## src/ifetch_macros.svh

```systemverilog
// size constants for the instruction fetch subsystem, included by the package, RTL and testbench
`ifndef IFETCH_MACROS_SVH
`define IFETCH_MACROS_SVH

// fetch address width
`define PC_SIZE 32

// one cache line holds four instruction words
`define LINE_BYTES 16
`define LINE_BITS 128
`define WORD_BITS 32

// direct-mapped set counts
`define L0_SETS 8
`define L1_SETS 32

// instruction memory depth in words, 1 KiB
`define MEM_WORDS 256

`endif

```

## src/ifetch_pkg.sv

```systemverilog
// line, tag entry and L1 state types shared by the fetch caches and the testbench
`default_nettype none

`include "ifetch_macros.svh"

package ifetch_pkg;

  // word 0 sits in the low 32 bits
  typedef logic [`LINE_BITS-1:0] line_t;

  // L0 tag entry, 25 tag bits with 8 sets and 16-byte lines
  typedef struct packed {
    logic valid;
    logic [`PC_SIZE-$clog2(`L0_SETS)-$clog2(`LINE_BYTES)-1:0] tag;
  } l0_tag_t;

  // L1 tag entry, 23 tag bits with 32 sets
  typedef struct packed {
    logic valid;
    logic [`PC_SIZE-$clog2(`L1_SETS)-$clog2(`LINE_BYTES)-1:0] tag;
  } l1_tag_t;

  // L1 controller states
  typedef enum logic [1:0] {
    IDLE   = 2'd0,
    LOOKUP = 2'd1,
    REFILL = 2'd2,
    FILL   = 2'd3
  } l1_state_t;

endpackage

`default_nettype wire

```

## src/l1_instruction_cache.sv

```systemverilog
// L1 instruction cache, handles L0 misses and refills lines over a Wishbone master port
`timescale 1ns/1ps
`default_nettype none

`include "ifetch_macros.svh"

module l1_instruction_cache
  import ifetch_pkg::*;
(
  input  wire logic                 clk,
  input  wire logic                 rst_n,
  input  wire logic                 flush,
  input  wire logic                 fetch_req,
  input  wire logic [`PC_SIZE-1:0]  fetch_pc,
  input  wire logic                 l0_hit,
  output logic                      fill_valid,
  output logic [`PC_SIZE-1:0]       fill_pc,
  output line_t                     fill_line,
  // wishbone master, read only
  output logic                      wb_cyc,
  output logic                      wb_stb,
  output logic                      wb_we,
  output logic [`PC_SIZE-1:0]       wb_adr,
  output logic [`WORD_BITS-1:0]     wb_dat_w,
  input  wire logic [`WORD_BITS-1:0] wb_dat_r,
  input  wire logic                 wb_ack
);

  localparam int OFFSET_BITS   = $clog2(`LINE_BYTES);
  localparam int INDEX_BITS    = $clog2(`L1_SETS);
  localparam int TAG_BITS      = `PC_SIZE - INDEX_BITS - OFFSET_BITS;
  localparam int WORDS         = `LINE_BITS / `WORD_BITS;
  localparam int WORD_SEL_BITS = $clog2(WORDS);
  localparam int BYTE_SEL_BITS = OFFSET_BITS - WORD_SEL_BITS;

  l1_state_t state;

  l1_tag_t tag_array  [`L1_SETS];
  line_t   data_array [`L1_SETS];

  logic [`PC_SIZE-1:0]      pc_q;     // line-aligned miss address
  l1_tag_t                  tag_q;    // registered tag read
  line_t                    line_buf; // registered data read, then refill assembly
  logic [WORD_SEL_BITS-1:0] word_cnt;

  logic [INDEX_BITS-1:0] req_index;
  logic [INDEX_BITS-1:0] line_index;
  logic [TAG_BITS-1:0]   line_tag;
  logic                  miss_req;
  logic                  lookup_hit;

  assign req_index  = fetch_pc[OFFSET_BITS +: INDEX_BITS];
  assign line_index = pc_q[OFFSET_BITS +: INDEX_BITS];
  assign line_tag   = pc_q[`PC_SIZE-1 -: TAG_BITS];
  assign miss_req   = fetch_req & ~l0_hit;
  // a flush during the lookup turns the registered hit into a miss
  assign lookup_hit = tag_q.valid & ~flush & (tag_q.tag == line_tag);

  // fill the L0 straight from LOOKUP on a hit, or after a refill
  assign fill_valid = ((state == LOOKUP) & lookup_hit) | (state == FILL);
  assign fill_pc    = pc_q;
  assign fill_line  = line_buf;

  // cyc and stb stay up for the whole refill, the slave spaces its acks
  assign wb_cyc   = (state == REFILL);
  assign wb_stb   = (state == REFILL);
  assign wb_we    = 1'b0;
  assign wb_dat_w = '0;
  assign wb_adr   = {pc_q[`PC_SIZE-1:OFFSET_BITS], word_cnt, {BYTE_SEL_BITS{1'b0}}};

  always_ff @(posedge clk) begin
    if (!rst_n) begin
      state    <= IDLE;
      word_cnt <= '0;
    end else begin
      case (state)
        IDLE: begin
          if (miss_req) state <= LOOKUP;
        end
        LOOKUP: begin
          word_cnt <= '0;
          state    <= lookup_hit ? IDLE : REFILL;
        end
        REFILL: begin
          if (wb_ack) begin
            word_cnt <= word_cnt + 1'b1;
            if (word_cnt == '1) state <= FILL; // last word in
          end
        end
        FILL: state <= IDLE;
        default: state <= IDLE;
      endcase
    end
  end

  // valid bits; a refill in flight still writes after a flush
  always_ff @(posedge clk) begin
    if (!rst_n) begin
      for (int i = 0; i < `L1_SETS; i++) begin
        tag_array[i].valid <= 1'b0;
      end
    end else begin
      if (flush) begin
        for (int i = 0; i < `L1_SETS; i++) begin
          tag_array[i].valid <= 1'b0;
        end
      end
      if (state == FILL) begin
        tag_array[line_index].valid <= 1'b1;
        tag_array[line_index].tag   <= line_tag;
      end
    end
  end

  always_ff @(posedge clk) begin
    case (state)
      IDLE: begin
        if (miss_req) begin
          pc_q        <= {fetch_pc[`PC_SIZE-1:OFFSET_BITS], {OFFSET_BITS{1'b0}}};
          tag_q.tag   <= tag_array[req_index].tag;
          tag_q.valid <= tag_array[req_index].valid & ~flush; // flush on this edge wins
          line_buf    <= data_array[req_index];
        end
      end
      REFILL: begin
        if (wb_ack) line_buf[word_cnt*`WORD_BITS +: `WORD_BITS] <= wb_dat_r;
      end
      FILL: data_array[line_index] <= line_buf;
      default: ;
    endcase
  end

endmodule

`default_nettype wire

```

## config.mk

```make
export PLATFORM = sky130hd
export DESIGN_NAME = l1_instruction_cache
export DESIGN_NICKNAME = d
export VERILOG_FILES = /design/src/ifetch_pkg.sv /design/src/l1_instruction_cache.sv
export VERILOG_INCLUDE_DIRS = /design/src
export SDC_FILE = /design/constraint.sdc
export NUM_CORES = 2
export LEC_CHECK = 0
export BUFFER_PORTS_ARGS = -buffer_cell sky130_fd_sc_hd__buf_2
export CELL_PAD_IN_SITES_DETAIL_PLACEMENT = 1
export CELL_PAD_IN_SITES_GLOBAL_PLACEMENT = 2
export CORE_MARGIN = 2
export CORE_UTILIZATION = 40
export CTS_CLUSTER_DIAMETER = 50
export DETAILED_ROUTE_END_ITERATION = 10
export HOLD_SLACK_MARGIN = 0.12
export PLACE_DENSITY_LB_ADDON = 0.2
export SKIP_CTS_REPAIR_TIMING = 1
export SLEW_MARGIN = 25
export SYNTH_ARGS = -nofsm -noshare
export SYNTH_HDL_FRONTEND = slang
export SYNTH_MEMORY_MAX_BITS = 65536
export SYNTH_SLANG_ARGS = --single-unit
```

## constraint.sdc

```tcl
create_clock -name clk -period 22.2 [get_ports clk]
set_input_delay 4.44 -clock clk [delete_from_list [all_inputs] [get_ports clk]]
set_output_delay 4.44 -clock clk [all_outputs]
set_load 0.005 [all_outputs]
```

# ---- After elaboration in Yosys (flattened, before gate mapping)
# Memory sizes are Yosys's and may differ from the RTL's.
# Cells that the tools add are included.
dict set report word_totals {
  regBits 184
  latch_bits 0
  ramBits 4864
  rom_bits 0
  n_memories 2
}
# name words width read_ports rd_clocked_by_memory_dff wr line
set memory_table {}
lappend memory_table {data_array 32 128 1 0 1 l1_instruction_cache.sv:39} ;# line_t data_array [`L1_SETS];
lappend memory_table {tag_array 32 24 1 0 33 l1_instruction_cache.sv:38} ;# l1_tag_t tag_array [`L1_SETS];
dict set report classes {
  n_addsub 2
  n_mul 0
  div 0
  order_cmp 0
  n_eq_ne 8
  shifts 2
  mux 51
  n_bitwise 40
  reduce_logical 7
}
# cell n
set op_table {}
lappend op_table {{$mux 128} 2}
lappend op_table {{$pmux 128 s2} 1}
lappend op_table {{$bwmux 128} 1}
lappend op_table {{$shift 32x34->128 const A} 1}
lappend op_table {{$shiftx 32x34->128} 1}
lappend op_table {{$mux 1} 40}
lappend op_table {{$neg 7->34} 1}
lappend op_table {{$or 1x1->1} 33}
lappend op_table {{$eq 23x23->1} 1}
lappend op_table {{$mux 2} 5}
lappend op_table {{$pmux 2 s4} 1}
lappend op_table {{$eq 2x2->1 const B} 3}
lappend op_table {{$reduce_and 3->1} 2}
lappend op_table {{$and 1x1->1} 5}
lappend op_table {{$ne 2x1->1 const B} 2}
lappend op_table {{$pmux 2 s2} 1}
lappend op_table {{$reduce_and 2->1} 2}
lappend op_table {{$reduce_bool 2->1} 2}
lappend op_table {{$add 2x1->2 const B} 1}
lappend op_table {{$eq 2x1->1 const B} 1}
lappend op_table {{$logic_not 2->1} 1}
lappend op_table {{$ne 2x2->1 const B} 1}
lappend op_table {{$not 1->1} 2}

# ---- Longest topological paths before layout
dict set report logic_depth {
  ltp_word 5
  depth_mapped 10
  mapped_depth_nobuf 6
}

# ---- Worst setup path after synthesis
# Ideal clock, no wire load.
dict set report synth_timing {
  path_kind {input-to-output}
  start {in flush}
  end {out fill_valid}
  arrival_ns 5.388
  required_time_ns 17.760
  setup_slack_ns 12.372
  stages 5
  path_buffers 0
  path_cell_list {nand2b_1 nor4_1 nand4_1 or3_1 a21oi_1}
}
dict set report synth_between {
  elab_chain_len 5
}
# item line
set synth_lines {}
lappend synth_lines {{start, declared} l1_instruction_cache.sv:12} ;# input wire logic flush,
lappend synth_lines {{$not 1->1} l1_instruction_cache.sv:57} ;# assign lookup_hit = tag_q.valid & ~flush & (tag_q.tag == line_tag);
lappend synth_lines {{$and 1x1->1 (2 in a row)} l1_instruction_cache.sv:57}
lappend synth_lines {{$and 1x1->1} l1_instruction_cache.sv:60} ;# assign fill_valid = ((state == LOOKUP) & lookup_hit) | (state == FILL);
lappend synth_lines {{$or 1x1->1} l1_instruction_cache.sv:60}
lappend synth_lines {{end, declared} l1_instruction_cache.sv:16} ;# output logic fill_valid,
# Every way passes these cells.

# ---- Final worst setup path
# Ends and elaborated chain as after synthesis.

==> out/summary.md <==
Synthesis instantiated 55 different standard cells from the library. The clock slew seen by the registers of the worst setup and hold paths is 0.05 ns, and the post-synthesis instance total is 8920. The routed design could run at a clock period as short as 10.66 ns. For the number of antenna violations at the first check in global routing, the log shows 28. For this run, the leading register cell type out of synthesis is sky130_fd_sc_hd__edfxtp_1. The share of total power in the clock network was 45.2%. In the final routed layout, each cell accounts on average for 35.9 um. The required time at the worst-slack endpoint is 17.76 ns.

The via density per instance was 5.91; the leakage power of the design was 71.9 nW. Sorting the synthesized cells by how often they occur yields sky130_fd_sc_hd__edfxtp_1, sky130_fd_sc_hd__mux4_2, sky130_fd_sc_hd__mux2i_1. For this design the ratio of total power to cell area is 94.9 mW/mm2. The maximum clock path buffer count is 4, and the final max-slew violation count is 0.

Adding up every negative setup slack in the final design gives 0 ns. The total overflow left after global routing is 0. The run gives 298000 um as the half-perimeter wire length after placement. The total of warnings raised by yosys is 0, and the aggregate routed wire length is 591000 um. The clock net in this run drives a total of 5048 sinks. The end of the worst register-to-register path was data_array[31][101]$_DFFE_PP_. IR analysis of the VDD net gives a maximum drop of 0.0854 mV.

The worst setup path is launched from an input pin. The floorplan has 254 rows. The number of hold-slack violations in the final timing report is 0. The most numerous cell type found on the critical path is sky130_fd_sc_hd__buf_2. The first global-routing pass estimated 821000 um of wire. The synthesized design spends more area on one cell type than any other, namely sky130_fd_sc_hd__edfxtp_1. sky130_fd_sc_hd__edfxtp_1 is the most common cell in the netlist. Input and output buffers added on the ports amount to 254. Sum of internal, switching and leakage power: 21.1 mW.

TritonCTS built the clock tree. Between clock sinks in the finished design, the worst skew comes to 0.0496 ns. By area the synthesized netlist is led by sky130_fd_sc_hd__edfxtp_1, sky130_fd_sc_hd__mux4_2, sky130_fd_sc_hd__mux2i_1. The count of flip-flops with a built-in enable after synthesis is 5012. The clock latency reported for the late side of the worst-skew pair was 1.07 ns; the fraction of final layout cells sized beyond drive strength 1 was 25.1%. The first routing iteration left 10100 violations.

The synthesis-to-finish area growth was 15.4%; the register bit count reported by yosys was 5048. The number of placed I/O pins was 298. The most critical setup path has its endpoint at fill_valid.

The floorplan step set the die height to 698 um. For this configuration, the core starts out at a cell density of 40.2%. CTS placed an instance of sky130_fd_sc_hd__clkbuf_16 at the clock tree root. The total area inside the core boundary comes to 0.479 mm2. The setup check on the worst reg-to-reg path leaves a slack of 16.82 ns. Of all flip-flops after synthesis, the portion carrying an async set or reset was 0%. Setup violations remaining at the end of the flow were counted as 0. Detailed-routing iteration count for the pre-antenna-repair pass: 5. The arrival time of data at the critical path endpoint is 6.22 ns, and the depth of the worst register-to-register path is 5. The tools report the start point of the critical path as flush. The tools report the total number of nets in the final design as 9632. The worst setup path is of the in2out kind.

The tools report the switching power of the nets as 4.59 mW. Global routing used 23.9% of the available tracks. Register share of total power: 50.5%.

The flow ran to the end, and the final reports show no timing, DRC or antenna violations. The die covers 0.487 mm2. The worst pin sits at a relative slew slack of 22.6%.

The top fanout value on the critical path came out at 3. The clock tree synthesis step divided the H-tree into 6 levels. The synthesized area divided by synthesized cell count was 21.6 um2; the proportion of netlist area held by the largest area contributor was 78.1%. Setup repair after global routing left no endpoint under its margin. For this run, design rule violations remaining after detail routing come to 0. The worst setup path is captured at an output port. The share of the clock period used by the worst path is 48.0%. The mapped netlist covers 0.193 mm2. For the total internal power, the log shows 16.5 mW.

For the pin with the worst max-slew slack, the measured transition is 1.16 ns. Entering global routing, the biggest net connects 105 pins. The peak clock frequency supported by timing is 0.0938 GHz. The launch point of the worst reg-to-reg path was fill_pc[8]$_DFFE_PP_. The TritonCTS buffer count is 583. The min-delay analysis places its worst path in the category reg2reg.

Of the total power, the share spent switching nets is 21.7%. For the final RePlAce weighted congestion, the log shows 0.734. The worst hold path passes through 2 cells. The sequential-to-total area share from yosys stat came out at 78.5%.

In this design, the stage delay of the slowest critical-path cell is 0.40 ns. Combinational logic burns 4.3% of the power. The horizontal extent of the die works out to 698 um. The critical path goes through buf_2 > nand2b_1 > nor4_1 > nand4_1 > or3_1 > a21oi_1 > buf_2. The count of maximum capacitance violations came out at 0. For the via count of the first global-routing pass, the log shows 102000. The slowest cell on the critical path is sky130_fd_sc_hd__or3_1. In this run the remaining antenna-violating nets after routing total 0. Detailed routing inserted a total of 97200 vias.
[per-layer routing]
metal	GRT usage, %	share of wire, %
met3	3.51	6.2
met4	5.92	2.6
met1	32.6	41
met5	0	0.0073
met2	40.6	50
[final cells by class]
type	instances	area, um2
fillers	43400	257000
multi-input cells	3317	39400
diodes	13	32.5
repair buffers	597	4660
clock inverters	350	3430
flip-flops and latches	5048	151000
well taps	6400	8010
clock buffers	704	15500
inverters	11	51.3
[power groups by stage]
stage	sequential (mW)	clock (mW)	combinational [mW]
after floorplan	10.9	0	0.502
after global placement	10.9	0	0.887
after detailed placement	10.9	0	0.904
after CTS	10.7	9.70	0.906
after global routing	10.7	10.0	0.979
final	10.7	9.53	0.916
[metrics by stage]
| stage | setup WS, ns | utilization (%) | hold WS, ns | area [um2] | instances |
|---|---|---|---|---|---|
| 2_1_floorplan | 12.37 | - | 0.420 | 193000 | 8958 |
| 3_3_place_gp | 11.45 | 42.3 | 0.428 | 203000 | 15300 |
| 3_5_place_dp | 11.44 | 42.3 | 0.439 | 203000 | 15300 |
| 4_1_cts | 11.43 | 46.3 | 0.454 | 222000 | 16400 |
| 5_1_grt | 11.43 | 46.4 | 0.477 | 222000 | 16400 |
| 6_report | 11.54 | 46.4 | 0.451 | 222000 | 16400 |
[worst max-delay path, delay by kind of cell]
kind            cells  cell delay [ns]
compound gates      1             0.36
buf+inv             2             0.37
simple gates        4             1.05
[worst min-delay path by stage]
stage	start	slack (ns)	to
floorplan	tag_array[4][23]$_SDFF_PP1_	0.42	tag_array[4][23]$_SDFF_PP1_
global placement	tag_array[3][23]$_SDFF_PP1_	0.43	tag_array[3][23]$_SDFF_PP1_
detailed placement	tag_array[14][23]$_SDFF_PP1_	0.44	tag_array[14][23]$_SDFF_PP1_
CTS	tag_array[19][23]$_SDFFE_PP1P_	0.45	tag_array[19][23]$_SDFFE_PP1P_
global route	tag_array[19][23]$_SDFFE_PP1P_	0.48	tag_array[19][23]$_SDFFE_PP1P_
finish	tag_array[20][23]$_SDFFE_PP1P_	0.45	tag_array[20][23]$_SDFFE_PP1P_
[cell usage in the layout (no fill, tap or decap), types with 36 or more instances in the layout]
master	n
sky130_fd_sc_hd__edfxtp_1	5012
sky130_fd_sc_hd__mux4_2	931
sky130_fd_sc_hd__mux2i_1	817
sky130_fd_sc_hd__clkbuf_16	603
sky130_fd_sc_hd__buf_4	269
sky130_fd_sc_hd__buf_2	249
sky130_fd_sc_hd__nand2_1	229
sky130_fd_sc_hd__o22ai_1	159
sky130_fd_sc_hd__clkinv_1	121
sky130_fd_sc_hd__a22o_1	118
sky130_fd_sc_hd__a22oi_1	101
sky130_fd_sc_hd__clkbuf_1	96
sky130_fd_sc_hd__a21oi_1	94
sky130_fd_sc_hd__o21ai_0	92
sky130_fd_sc_hd__nor3_1	85
sky130_fd_sc_hd__a31oi_1	76
sky130_fd_sc_hd__o221ai_1	72
sky130_fd_sc_hd__clkinv_2	70
sky130_fd_sc_hd__nor2_4	66
sky130_fd_sc_hd__nand3_1	60
sky130_fd_sc_hd__o31ai_1	55
sky130_fd_sc_hd__mux2_2	54
sky130_fd_sc_hd__bufinv_16	53
sky130_fd_sc_hd__nor2_1	52
sky130_fd_sc_hd__and2_1	41
sky130_fd_sc_hd__conb_1	39
sky130_fd_sc_hd__inv_6	37
sky130_fd_sc_hd__dfxtp_1	36
[registers in the layout, indices dropped and copies added, names as in the netlist, named ones only]
signal and flops:
data_array 4096, fill_line 128, fill_pc 28, state 1
tag_array 768, tag_q 24, word_cnt 2
[cells by family after synthesis]
group / count (synthesis) / synth area share, %
simple gates: 595 / 1.40
compound gates: 854 / 3.08
other cells: 1 / 0.00195
flops: 5048 / 78.5
xor+xnor: 23 / 0.105
fa+ha+maj: 4 / 0.0260
mux: 1802 / 15.4
buf+inv: 593 / 1.50
(Power assumes the default switching activity.)
