--- src/ifetch_macros.svh ---
// size constants for the instruction fetch subsystem, included by the package, RTL and testbench
`ifndef IFETCH_MACROS_SVH
`define IFETCH_MACROS_SVH

// fetch address width
`define PC_SIZE 32

// one cache line holds four instruction words
`define LINE_BYTES 16
`define LINE_BITS 128
`define WORD_BITS 32

// direct-mapped set counts
`define L0_SETS 8
`define L1_SETS 32

// instruction memory depth in words, 1 KiB
`define MEM_WORDS 256

`endif

--- src/wb_arbiter.sv ---
// two-master Wishbone classic arbiter, loader has priority, grant locked while the owner holds cyc
`timescale 1ns/1ps
`default_nettype none

`include "ifetch_macros.svh"

module wb_arbiter (
  input  wire logic                  clk,
  input  wire logic                  rst_n,
  // master 0, loader
  input  wire logic                  m0_cyc,
  input  wire logic                  m0_stb,
  input  wire logic                  m0_we,
  input  wire logic [`PC_SIZE-1:0]   m0_adr,
  input  wire logic [`WORD_BITS-1:0] m0_dat_w,
  output logic [`WORD_BITS-1:0]      m0_dat_r,
  output logic                       m0_ack,
  // master 1, L1 refill
  input  wire logic                  m1_cyc,
  input  wire logic                  m1_stb,
  input  wire logic                  m1_we,
  input  wire logic [`PC_SIZE-1:0]   m1_adr,
  input  wire logic [`WORD_BITS-1:0] m1_dat_w,
  output logic [`WORD_BITS-1:0]      m1_dat_r,
  output logic                       m1_ack,
  // slave side
  output logic                       s_cyc,
  output logic                       s_stb,
  output logic                       s_we,
  output logic [`PC_SIZE-1:0]        s_adr,
  output logic [`WORD_BITS-1:0]      s_dat_w,
  input  wire logic [`WORD_BITS-1:0] s_dat_r,
  input  wire logic                  s_ack
);

  logic locked; // a cycle is in progress
  logic owner;  // 0 loader, 1 refill
  logic sel;

  // free bus goes to master 0 whenever it asks
  assign sel = locked ? owner : ~m0_cyc;

  assign s_cyc   = sel ? m1_cyc   : m0_cyc;
  assign s_stb   = sel ? m1_stb   : m0_stb;
  assign s_we    = sel ? m1_we    : m0_we;
  assign s_adr   = sel ? m1_adr   : m0_adr;
  assign s_dat_w = sel ? m1_dat_w : m0_dat_w;

  assign m0_ack   = s_ack & ~sel;
  assign m1_ack   = s_ack & sel;
  assign m0_dat_r = s_dat_r;
  assign m1_dat_r = s_dat_r;

  always_ff @(posedge clk) begin
    if (!rst_n) begin
      locked <= 1'b0;
      owner  <= 1'b0;
    end else begin
      locked <= s_cyc; // released once the owner drops cyc
      owner  <= sel;
    end
  end

endmodule

`default_nettype wire
--- config.mk ---
export PLATFORM = sky130hd
export DESIGN_NAME = wb_arbiter
export DESIGN_NICKNAME = d
export VERILOG_FILES = /design/src/wb_arbiter.sv
export VERILOG_INCLUDE_DIRS = /design/src
export SDC_FILE = /design/constraint.sdc
export NUM_CORES = 1
export LEC_CHECK = 0
export BUFFER_PORTS_ARGS = -buffer_cell sky130_fd_sc_hd__buf_2
export CAP_MARGIN = 20
export CORE_AREA = 4 4 116 118
export DETAILED_ROUTE_END_ITERATION = 10
export DIE_AREA = 0 0 120 122
export PLACE_DENSITY = 0.47
export SYNTH_ARGS = -nofsm -noshare
export SYNTH_HDL_FRONTEND = slang
export SYNTH_SLANG_ARGS = --single-unit
--- constraint.sdc ---
create_clock -name clk -period 1.6 [get_ports clk]
set_clock_uncertainty 0.15 [all_clocks]
set_input_delay 0.32 -clock clk [delete_from_list [all_inputs] [get_ports clk]]
set_output_delay 0.32 -clock clk [all_outputs]
set_load 0.05 [all_outputs]
**Word level (Yosys, flattened, before mapping)**

Index checks and enable logic that the tools add are counted.

- Memories: 0
- ROM bits: 0
- Output and inout port bits: 133
- RAM bits: 0
- Latch bits: 0
- Register bits after elaboration: 2

- Reduce and logical (&&, ||, !) cells: 0
- Div/mod/pow operators: 0
- Equality and inequality tests: 0
- $mul: 0
- Bitwise operators: 4
- Add/sub/neg operators: 0
- Muxes and demuxes: 6
- Shift-type cells: 0
- Order comparisons: 0

Operators with widths:

| cell | count |
|---|---|
| two-way mux 32 bit | 2 |
| two-way mux 1 bit | 4 |
| bitwise AND 1 bit | 2 |
| inverter 1 bit | 2 |

**Longest topological paths before layout**

Gate-level depths: netlist of run 1.

- Depth in word-level cells: 4
- Mapped depth: 5

**Worst setup path before layout of run 1**

No wires, ideal clock.

- Path kind: register to output
- From: register owner
- To: output port m1_ack
- Buffers on the path: 2
- Path slack: -0.355 ns
- Stages on the path, launching flop included: 6
- Arrival: 1.485 ns
- Path through: dfxtp_1 -> nand2b_2 -> o21ai_4 -> buf_12 -> buf_12 -> nor2_1

- Word-level cells in the longest chain between the ends: 2

RTL lines:

| what | RTL line | text |
|---|---|---|
| from (decl) | wb_arbiter.sv:37 | `logic owner;` |
| from (signal assigned) | wb_arbiter.sv:60 | `owner <= sel;` |
| two-way mux 1 bit | wb_arbiter.sv:41 | `assign sel = locked ? owner : ~m0_cyc;` |
| bitwise AND 1 bit | wb_arbiter.sv:50 | `assign m1_ack = s_ack & sel;` |
| to (decl) | wb_arbiter.sv:25 | `output logic m1_ack,` |

No other way between the ends.

**Worst setup path in the final report of run 1**

- From: register owner
- To: output port s_dat_w[28]

- Word-level cells in the longest chain between the ends: 2

RTL lines:

| what | RTL line | text |
|---|---|---|
| two-way mux 1 bit | wb_arbiter.sv:41 |  |
| two-way mux 32 bit | wb_arbiter.sv:47 | `assign s_dat_w = sel ? m1_dat_w : m0_dat_w;` |
| to (decl) | wb_arbiter.sv:31 | `` output logic [`WORD_BITS-1:0] s_dat_w, `` |

No other way between the ends.

==> run_results.csv, run 1 <==
group,metric,value,unit
floorplanning,die_h,122,µm
yosys,synth_nets,320,
detailed_routing,drt_wl_total,6.40,mm
cts,clock-sinks,2,
detailed_routing,firstDrtPassIters,4,
global_routing,gr-total-overflow,0,
yosys,synth.avg_cell_area,9.62,µm²
sta,grt_setup_unrepaired,"true",
yosys,yosys_warnings,0,
global_routing,grt_pass1_vias,1884,
place,globalplace.congestion,0.683,
sta,holdWs,202,ps
sta,max_freq,0.487,GHz
yosys,synth_seq_cells,2,
final_layout,fin_util,25.5,%
yosys,seq_area_frac_synth,2.76,%
worst_setup_path,startpoint,"owner$_SDFF_PN0_",
floorplanning,num_rows,41,
final_layout,layout.nets,479,
global_routing,grt_pass1_wl,8.89,mm
hold_path,worstHoldPathType,"primary input to register",
detailed_routing,vias_per_cell,3.43,
global_routing,grt_max_degree,21,
final_layout,nFillCells,1330,
worst_setup_path,crit_type,"register to output pin",
status,violations,"negative setup slack",
floorplanning,io_pins,302,
hold_path,hp-start,"rst_n",
detailed_routing,dr.first_iter.drc_count,9,
power,p_leak,0.00169,µW
final_layout,area_growth,119,%
cts,clk_path_buf_depth,2,
yosys,ys_types,14,
detailed_routing,drcViolationCount,0,
final_layout,drive_above_1_share,98.1,%
detailed_routing,vias,1647,
worst_setup_path,start_kind,"register",
worst_setup_path,r2r_slack,210,ps
worst_setup_path,cp.required,1130,ps
floorplanning,initial_core_util,11.7,%
power,peakVddDrop,0.000241,V
worst_setup_path,arrival,1580,ps
sta,worst_slew_pin_slew,214,ps
floorplanning,die_area,14600,µm²
global_routing,antenna_found_initial,0,
worst_setup_path,cp-end-kind,"output pin",
floorplanning,die_w,120,µm
sta,finalSetupViolCount,69,
worst_setup_path,critPathMaxFanout,6,
cts,cts_hold_buf,0,
status,outcome,"complete, but fails checks",
place,dp_hpwl,4.58,mm
floorplanning,design.core.area,12500,µm²
cts,clock_latency,220,ps
place,portBuffers,205,
sta,report.final.hold_viol_count,0,
cts,clockRootBuffer,"clkbuf_16",
cts,cts_buffers,3,
cts,clk_pin_slew,30,ps
sta,slew_headroom,85.6,%
global_routing,grt_usage,7.42,%
final_layout,antenna_cells,0,
sta,setup_ws,-453,ps
detailed_routing,antenna_left,0,
yosys,syn_area,1450,µm²
worst_setup_path,r2r_start,"owner$_SDFF_PN0_",
yosys,syn_inst,151,
sta,finalCritPeriodShare,128,%
detailed_routing,routedWlPerCell,13.3,µm
power,powerDensity,754,nW/µm²
cts,cts_max_level,1,
run,cap_violations,0,
sta,final_max_slew_viol_count,0,
cts,cts_tree,"yes",
sta,fin_crit,2050,ps
==> worst paths after layout <==
kind                       endpoint  depth (start not counted)
hold / removal     owner$_SDFF_PN0_                          3
hold reg to reg   locked$_SDFF_PN0_                          2
setup / recovery        s_dat_w[28]                          7
setup reg to reg  locked$_SDFF_PN0_                          7
==> synthesized netlist by cell type <==
master,instances,area share [%]
and2_1,1,0.43
mux2_2,59,46
buf_6,3,2.3
inv_1,4,1.0
buf_12,2,2.8
nand2b_2,1,0.60
a311oi_1,1,0.60
nor2_1,2,0.52
dfxtp_1,2,2.8
a21oi_1,1,0.34
a31oi_1,1,0.43
mux2_4,7,7.2
buf_4,66,34
o21ai_4,1,1.1
==> what timing repair did <==
item,CTS,global route
endpoints found under the hold margin,0,0
gates resized for setup,157,14
setup buffers,9,1
pin swaps,2,0
cloned,5,2
setup endpoints to repair,69,69
==> power breakdown <==
part / total [µW] / switching [µW] / internal (µW)
registers: 60.0 / 4.64 / 55.4
logic: 1960 / 1050 / 919
clock network: 373 / 55.3 / 318
==> per-stage QoR <==
step                      instances  setup slack (ps)  instance area [µm²]  TNS [ps]  power (µW)
after floorplan                 151              -147                 1600     -6450        1630
after global placement          463              -372                 2340    -22350        1530
after detailed placement        463              -404                 2340    -24090        1540
after CTS                       479              -458                 3110    -29370        2380
after global routing            480              -499                 3180    -31830        2490
final                           480              -453                 3180    -28250        2400
==> worst max-delay path, cell delays in order, from the launching register on <==
cell	delay [ps]
dfxtp_2	310
nand2b_4	140
o21ai_4	70
buf_6	140
buf_12	110
buf_16	120
mux2_4	310
buf_8	150
==> cell families (layout without fill, tap and decap cells) <==
| logic type | Yosys count | after routing | share of synthesized area, % |
|---|---|---|---|
| compound gates | 4 | 4 | 2.50 |
| buf+inv | 75 | 232 | 40.2 |
| flops | 2 | 2 | 2.76 |
| mux | 66 | 66 | 53.0 |
| simple gates | 4 | 4 | 1.55 |
==> sequential cells by signal, indices dropped and copies added, names as in the netlist <==
name and flops:
locked 1, owner 1
==> cell usage in the layout (no fill, tap or decap) <==
master	Yosys	layout
buf_8	0	11
mux2_2	59	19
a31oi_4	0	1
o21ai_4	1	1
nand2b_4	0	1
clkbuf_16	0	5
buf_4	66	6
nor2_4	0	1
a21oi_4	0	1
a311oi_1	1	1
buf_12	2	2
dfxtp_2	0	2
inv_1	4	4
buf_16	0	4
and2_4	0	1
nor2_1	2	1
mux2_4	7	47
buf_6	3	64
buf_2	0	136
==> cell type report <==
cell class	instances	area (µm²)	area share, %
timing repair buffer	225	1810	57.0
tap	172	215	6.77
multi-input combinational	74	1020	32.1
sequential	2	42.5	1.34
inverter	4	15.0	0.472
clock buffer	3	75.1	2.36
==> routing by layer <==
layer | routed length, µm | track usage, %
met1 | 2020 | 7.65
met2 | 3590 | 14.1
met3 | 693 | 2.55
met4 | 99 | 2.29
met5 | 0 | 0
No activity file was read; power rests on OpenSTA's default activity.
==> run 2, diff against run 1 <==
--- a/config.mk
+++ b/config.mk
@@ -6,12 +6,13 @@
 export SDC_FILE = /design/constraint.sdc
 export NUM_CORES = 1
 export LEC_CHECK = 0
+export ABC_AREA = 1
 export BUFFER_PORTS_ARGS = -buffer_cell sky130_fd_sc_hd__buf_2
 export CAP_MARGIN = 20
-export CORE_AREA = 4 4 116 118
+export CORE_AREA = 4 4 114 116
 export DETAILED_ROUTE_END_ITERATION = 10
-export DIE_AREA = 0 0 120 122
-export PLACE_DENSITY = 0.47
+export DIE_AREA = 0 0 118 120
+export PLACE_DENSITY = 0.48
 export SYNTH_ARGS = -nofsm -noshare
 export SYNTH_HDL_FRONTEND = slang
 export SYNTH_SLANG_ARGS = --single-unit
==> run 2 against run 1 <==
  * The run still ends with negative setup slack left
  * Synthesized area fell by 1.0%
  * Non-clock buffer count fell by 5
  * Count of clock-buffer cells in the layout did not move
  * Setup slack improved by 180 ps
  * Sequential power barely moved
  * Highest routed layer unchanged
==> run_results.csv, run 2 <==
group,metric,value,unit
detailed_routing,wl_met1,2.55,mm
power,power_switching,1610,µW
global_routing,grt_usage,10.2,%
floorplanning,die_h,120,µm
cts,clock_latency,220,ps
worst_setup_path,r2r_slack,510,ps
sta,grt_setup_unrepaired,"true",
final_layout,fin_area,3490,µm²
sta,fin_crit,1870,ps
detailed_routing,drcViolationCount,0,
cts,clk_path_buf_depth,2,
yosys,synth.top_cells.by_area,"nand2_1, buf_4, buf_6",
yosys,synth.avg_cell_area,4.87,µm²
yosys,synth_top_area_share,52.5,%
power,peakVddDrop,0.000312,V
status,violations,"negative setup slack",
sta,finalSetupViolCount,68,
final_layout,drive_above_1_share,74.1,%
yosys,synth_top_area_cell,"nand2_1",
sta,finalCritPeriodShare,117,%
detailed_routing,wl_met3,766,µm
worst_setup_path,start_kind,"register",
yosys,synth_edf_count,0,
yosys,seq_area_frac_synth,2.79,%
place,portBuffers,205,
yosys,ys_top_cells_by_count,"nand2_1, buf_4, buf_2",
global_routing,gr-total-overflow,0,
run,cap_violations,0,
worst_setup_path,cp-end-kind,"output pin",
yosys,syn_area,1440,µm²
final_layout,layout_commonest_cell,"buf_2",
sta,report.final.hold_viol_count,0,
cts,cts_tree,"yes",
floorplanning,io_pins,302,
yosys,synth_seq_cells,2,
detailed_routing,highest_layer,"met4",
floorplanning,initial_core_util,12.1,%
place,dp_hpwl,5.36,mm
status,outcome,"complete, but fails checks",
detailed_routing,routedWlPerCell,13.6,µm
sta,worst_slew_pin_slew,166,ps
sta,final_max_slew_viol_count,0,
cts,cts_max_level,1,
sta,setup_ws,-275,ps
detailed_routing,vias,2247,
cts,clock-sinks,2,
detailed_routing,firstDrtPassIters,4,
final_layout,mostFrequentLayoutCells,"buf_2, nand2_1, nand2_2, buf_8, nand2_4",
sta,slew_headroom,88.9,%
floorplanning,die_area,14200,µm²
power,intPower,1460,µW
power,combPwrFrac,85.8,%
cts,clk_pin_slew,30,ps
floorplanning,design.core.area,11900,µm²
worst_setup_path,cp.required,1130,ps
yosys,syn_inst,295,
cts,cts_buffers,3,
place,globalplace.congestion,0.724,
place,dpl_cell_area,2300,µm²
yosys,synth_nets,464,
yosys,ys_types,12,
yosys,ys_async_sr_fraction,0,%
power,seq_power_share,2.0,%
sta,setup_tns,-14180,ps
hold_path,worstHoldPathType,"primary input to register",
final_layout,layout_top_registers,"locked x1, owner x1",
worst_setup_path,critPathMaxFanout,5,
final_layout,area_growth,143,%
worst_setup_path,arrival,1400,ps
final_layout,layout.nets,611,
global_routing,antenna_found_initial,0,
detailed_routing,drt_wl_total,7.96,mm
floorplanning,die_w,118,µm
detailed_routing,dr.first_iter.drc_count,38,
final_layout,fin_util,29.3,%
sta,max_freq,0.533,GHz
global_routing,grt_pass1_wl,11.6,mm
global_routing,grt_max_degree,33,
yosys,yosys_warnings,0,
detailed_routing,wl_met2,4.25,mm
cts,clockRootBuffer,"clkbuf_16",
power,power.share.clock,12.2,%
detailed_routing,antenna_left,0,
final_layout,antenna_cells,0,
detailed_routing,vias_per_cell,3.83,
power,p_leak,0.00197,µW
yosys,synth.most_common_cell,"nand2_1",
sta,holdWs,202,ps
yosys,synth_flop_cell,"dfxtp_1",
power,powerDensity,881,nW/µm²
floorplanning,num_rows,40,
power,netSwitchingFraction,52.4,%
global_routing,grt_pass1_vias,2268,
worst_setup_path,crit_type,"register to output pin",
final_layout,nFillCells,1265,
-- run 2: cell types whose count changed in the layout (fill, tap and decap cells not counted), sizes merged, moves of 2 or more --
cell | previous run | this run
buf | 223 | 219
inv | 4 | 7
mux2 | 66 | 0
nand2 | 0 | 202
nor2 | 2 | 4
-- run 2: layout make-up --
type,count,area [µm²],share of cell area (%)
repair buffers,220,1980,56.6
multi-input cells,208,1170,33.6
well taps,147,184,5.27
clock buffers,3,75.1,2.15
flip-flops and latches,2,43.8,1.25
inverters,7,38.8,1.11
-- run 2: cell families after synthesis --
group                  count (synthesis)  share of synthesized area, %
buffers and inverters                 85                          42.4
AND/OR/NAND/NOR                      208                          54.8
flip-flops                             2                          2.79
-- run 2: path summary, 6_finish.rpt --
path	start	end	depth (start not counted)
max	locked$_SDFF_PN0_	s_dat_w[18]	9
min	rst_n	owner$_SDFF_PN0_	3
max reg2reg	locked$_SDFF_PN0_	owner$_SDFF_PN0_	5
min reg2reg	locked$_SDFF_PN0_	locked$_SDFF_PN0_	3
-- run 2: metrics by stage --
| stage | setup slack (ps) | std cells | power, µW |
|---|---|---|---|
| global route | -326 | 587 | 3220 |
| finish | -275 | 587 | 3070 |
| floorplan | -19.7 | 295 | 1810 |
| CTS | -286 | 588 | 2980 |
| detailed placement | -266 | 574 | 1850 |
| global placement | -269 | 574 | 1850 |
-- run 2: what timing repair did --
item	in CTS	in global routing
cloned	7	1
buffers inserted	4	0
hold buffers	0	0
setup endpoints to repair	68	69
pin swaps	5	11
resized for setup	200	68
-- run 2: power by group through the flow --
stage                     Clock (µW)  Sequential (µW)  Combinational, µW
after global routing             391             60.9               2770
after global placement             0             58.1               1790
after detailed placement           0             58.1               1790
final                            375             60.0               2640
after floorplan                    0             57.7               1750
after CTS                        383             59.3               2540
-- run 2: worst max-delay path: stages, from the launching register on --
cell and delay [ps]:
dfxtp_4 350, inv_2 60, nand2_4 60, nand2_8 110
inv_12 60, buf_12 130, buf_16 130, nand2_2 60
nand2_2 60, buf_8 150
-- run 2: per-layer routing --
metal | GRT usage (%) | vias up
met1 | 9.62 | 951
li1 | - | 1100
met5 | 0 | -
met2 | 20.4 | 164
met3 | 2.64 | 32
met4 | 4.76 | 0
==> run 3, diff against run 2 <==
--- a/config.mk
+++ b/config.mk
@@ -13,6 +13,7 @@
 export DETAILED_ROUTE_END_ITERATION = 10
 export DIE_AREA = 0 0 118 120
 export PLACE_DENSITY = 0.48
+export SKIP_LAST_GASP = 1
 export SYNTH_ARGS = -nofsm -noshare
 export SYNTH_HDL_FRONTEND = slang
 export SYNTH_SLANG_ARGS = --single-unit
==> run 3 against run 2 <==
  * The flow still finishes with violations (negative setup slack)
  * Cell area down 3.3%
  * Hold slack improved by 1.8 ps
  * Register-to-register slack hardly changed
  * Setup slack about the same
  * Count of clock-buffer cells in the layout did not move
  * Sequential cell count stayed put
  * Global-route usage shrank 0.079 points
  * Power shrank 2.1%
  * Maximum frequency barely moved
  * Core utilization shrank 0.96 points
  * Cell count unchanged
  * Combinational power fell by 2%
  * Critical endpoint is now s_dat_w[8]
  * Largest power group unchanged
==> run_results.csv, run 3 (synthesis results as in run 2) <==
group,metric,value,unit
sta,grt_setup_unrepaired,"true",
cts,clk_path_buf_depth,2,
global_routing,grt_max_degree,33,
detailed_routing,routedWlPerCell,13.8,µm
cts,clockRootBuffer,"clkbuf_16",
sta,setup_ws,-275,ps
final_layout,antenna_cells,0,
power,seq_power_share,2.0,%
global_routing,gr-total-overflow,0,
global_routing,grt_usage,10.1,%
detailed_routing,dr.first_iter.drc_count,31,
sta,holdWs,204,ps
floorplanning,die_w,118,µm
place,globalplace.congestion,0.724,
worst_setup_path,cp-end-kind,"output pin",
power,powerDensity,892,nW/µm²
final_layout,layout_top_registers,"locked x1, owner x1",
detailed_routing,vias_per_cell,3.81,
sta,worst_slew_pin_slew,166,ps
hold_path,worstHoldPathType,"primary input to register",
power,power.share.clock,12.5,%
power,combPwrFrac,85.5,%
final_layout,area_growth,135,%
power,intPower,1420,µW
power,netSwitchingFraction,52.8,%
power,p_leak,0.00192,µW
floorplanning,io_pins,302,
power,power_switching,1590,µW
place,portBuffers,205,
worst_setup_path,start_kind,"register",
floorplanning,initial_core_util,12.1,%
final_layout,final_cells,587,
cts,clk_pin_slew,30,ps
sta,finalSetupViolCount,68,
worst_setup_path,crit_type,"register to output pin",
global_routing,grt_pass1_vias,2268,
worst_setup_path,cp.required,1130,ps
floorplanning,die_area,14200,µm²
cts,clock-sinks,2,
worst_setup_path,critPathMaxFanout,5,
sta,report.final.hold_viol_count,0,
cts,cts_tree,"yes",
final_layout,drive_above_1_share,71.6,%
cts,cts_hold_buf,0,
detailed_routing,vias,2239,
floorplanning,design.core.area,11900,µm²
global_routing,grt_pass1_wl,11.5,mm
cts,cts_buffers,3,
status,outcome,"complete, but fails checks",
floorplanning,num_rows,40,
status,violations,"negative setup slack",
sta,fin_crit,1880,ps
detailed_routing,firstDrtPassIters,4,
run,cap_violations,0,
sta,max_freq,0.533,GHz
detailed_routing,drt_wl_total,8.08,mm
power,fin_total_pwr,3010,µW
cts,cts_max_level,1,
place,dp_hpwl,5.36,mm
global_routing,antenna_found_initial,0,
cts,clock_latency,220,ps
sta,slew_headroom,88.9,%
final_layout,layout_commonest_cell,"buf_2",
power,peakVddDrop,0.000306,V
sta,final_max_slew_viol_count,0,
sta,setup_tns,-15000,ps
final_layout,layout.nets,611,
worst_setup_path,arrival,1410,ps
sta,finalCritPeriodShare,117,%
final_layout,mostFrequentLayoutCells,"buf_2, nand2_1, nand2_2, buf_8, nand2_4",
floorplanning,die_h,120,µm
detailed_routing,antenna_left,0,
place,dp_cells,574,
detailed_routing,drcViolationCount,0,
==> run 3: worst max-delay path: stages, from the launching register on <==
cell     delay, ps
dfxtp_4        350
inv_2           60
nand2_4         70
nand2_8        110
inv_12          60
buf_12         130
buf_16         130
nand2_1         70
nand2_2         60
buf_8          140
==> run 3: path summary, 6_finish.rpt <==
kind,from,end,slack (ps),cells after the start
max,locked$_SDFF_PN0_,s_dat_w[8],-280,9
min,rst_n,owner$_SDFF_PN0_,200,3
max reg2reg,locked$_SDFF_PN0_,owner$_SDFF_PN0_,500,5
min reg2reg,locked$_SDFF_PN0_,locked$_SDFF_PN0_,450,3
==> run 3: per-stage QoR <==
step	instance area (µm²)	util, %	worst slack (ps)
finish	3380	28.3	-275
global route	3380	28.3	-337
CTS	3250	27.3	-286
detailed placement	2300	19.3	-266
global placement	2300	19.3	-269
floorplan	1590	-	-19.7
==> run 3: power groups by stage <==
stage          combinational, µW  sequential, µW  clock [µW]
4_1_cts                     2520            59.3         383
3_5_place_dp                1790            58.1           0
2_1_floorplan               1750            57.7           0
3_3_place_gp                1790            58.1           0
5_1_grt                     2700            60.9         391
6_report                    2580            60.0         376
==> run 3: layer usage <==
metal  track usage (%)  up-vias  part of all wire, %
met5                 0        -                    0
met4              4.76        0                  3.8
met3              2.64       28                  9.8
met2              20.2      159                   55
met1              9.59      954                   31
li1                  -     1098                    -
==> run 3: area by class of cell <==
type | instances | area (µm²)
sequential | 2 | 43.8
clock buffer | 3 | 75.1
multi-input combinational | 208 | 1100
inverter | 7 | 38.8
tap | 147 | 184
timing repair buffer | 220 | 1930
fill | 1286 | 8540
==> run 3: repair_timing <==
action,CTS,global route
endpoints found under the setup margin,68,69
buffers inserted,4,0
hold endpoints to repair,0,0
resized for setup,191,46
pin swaps,5,12
gates cloned,7,1
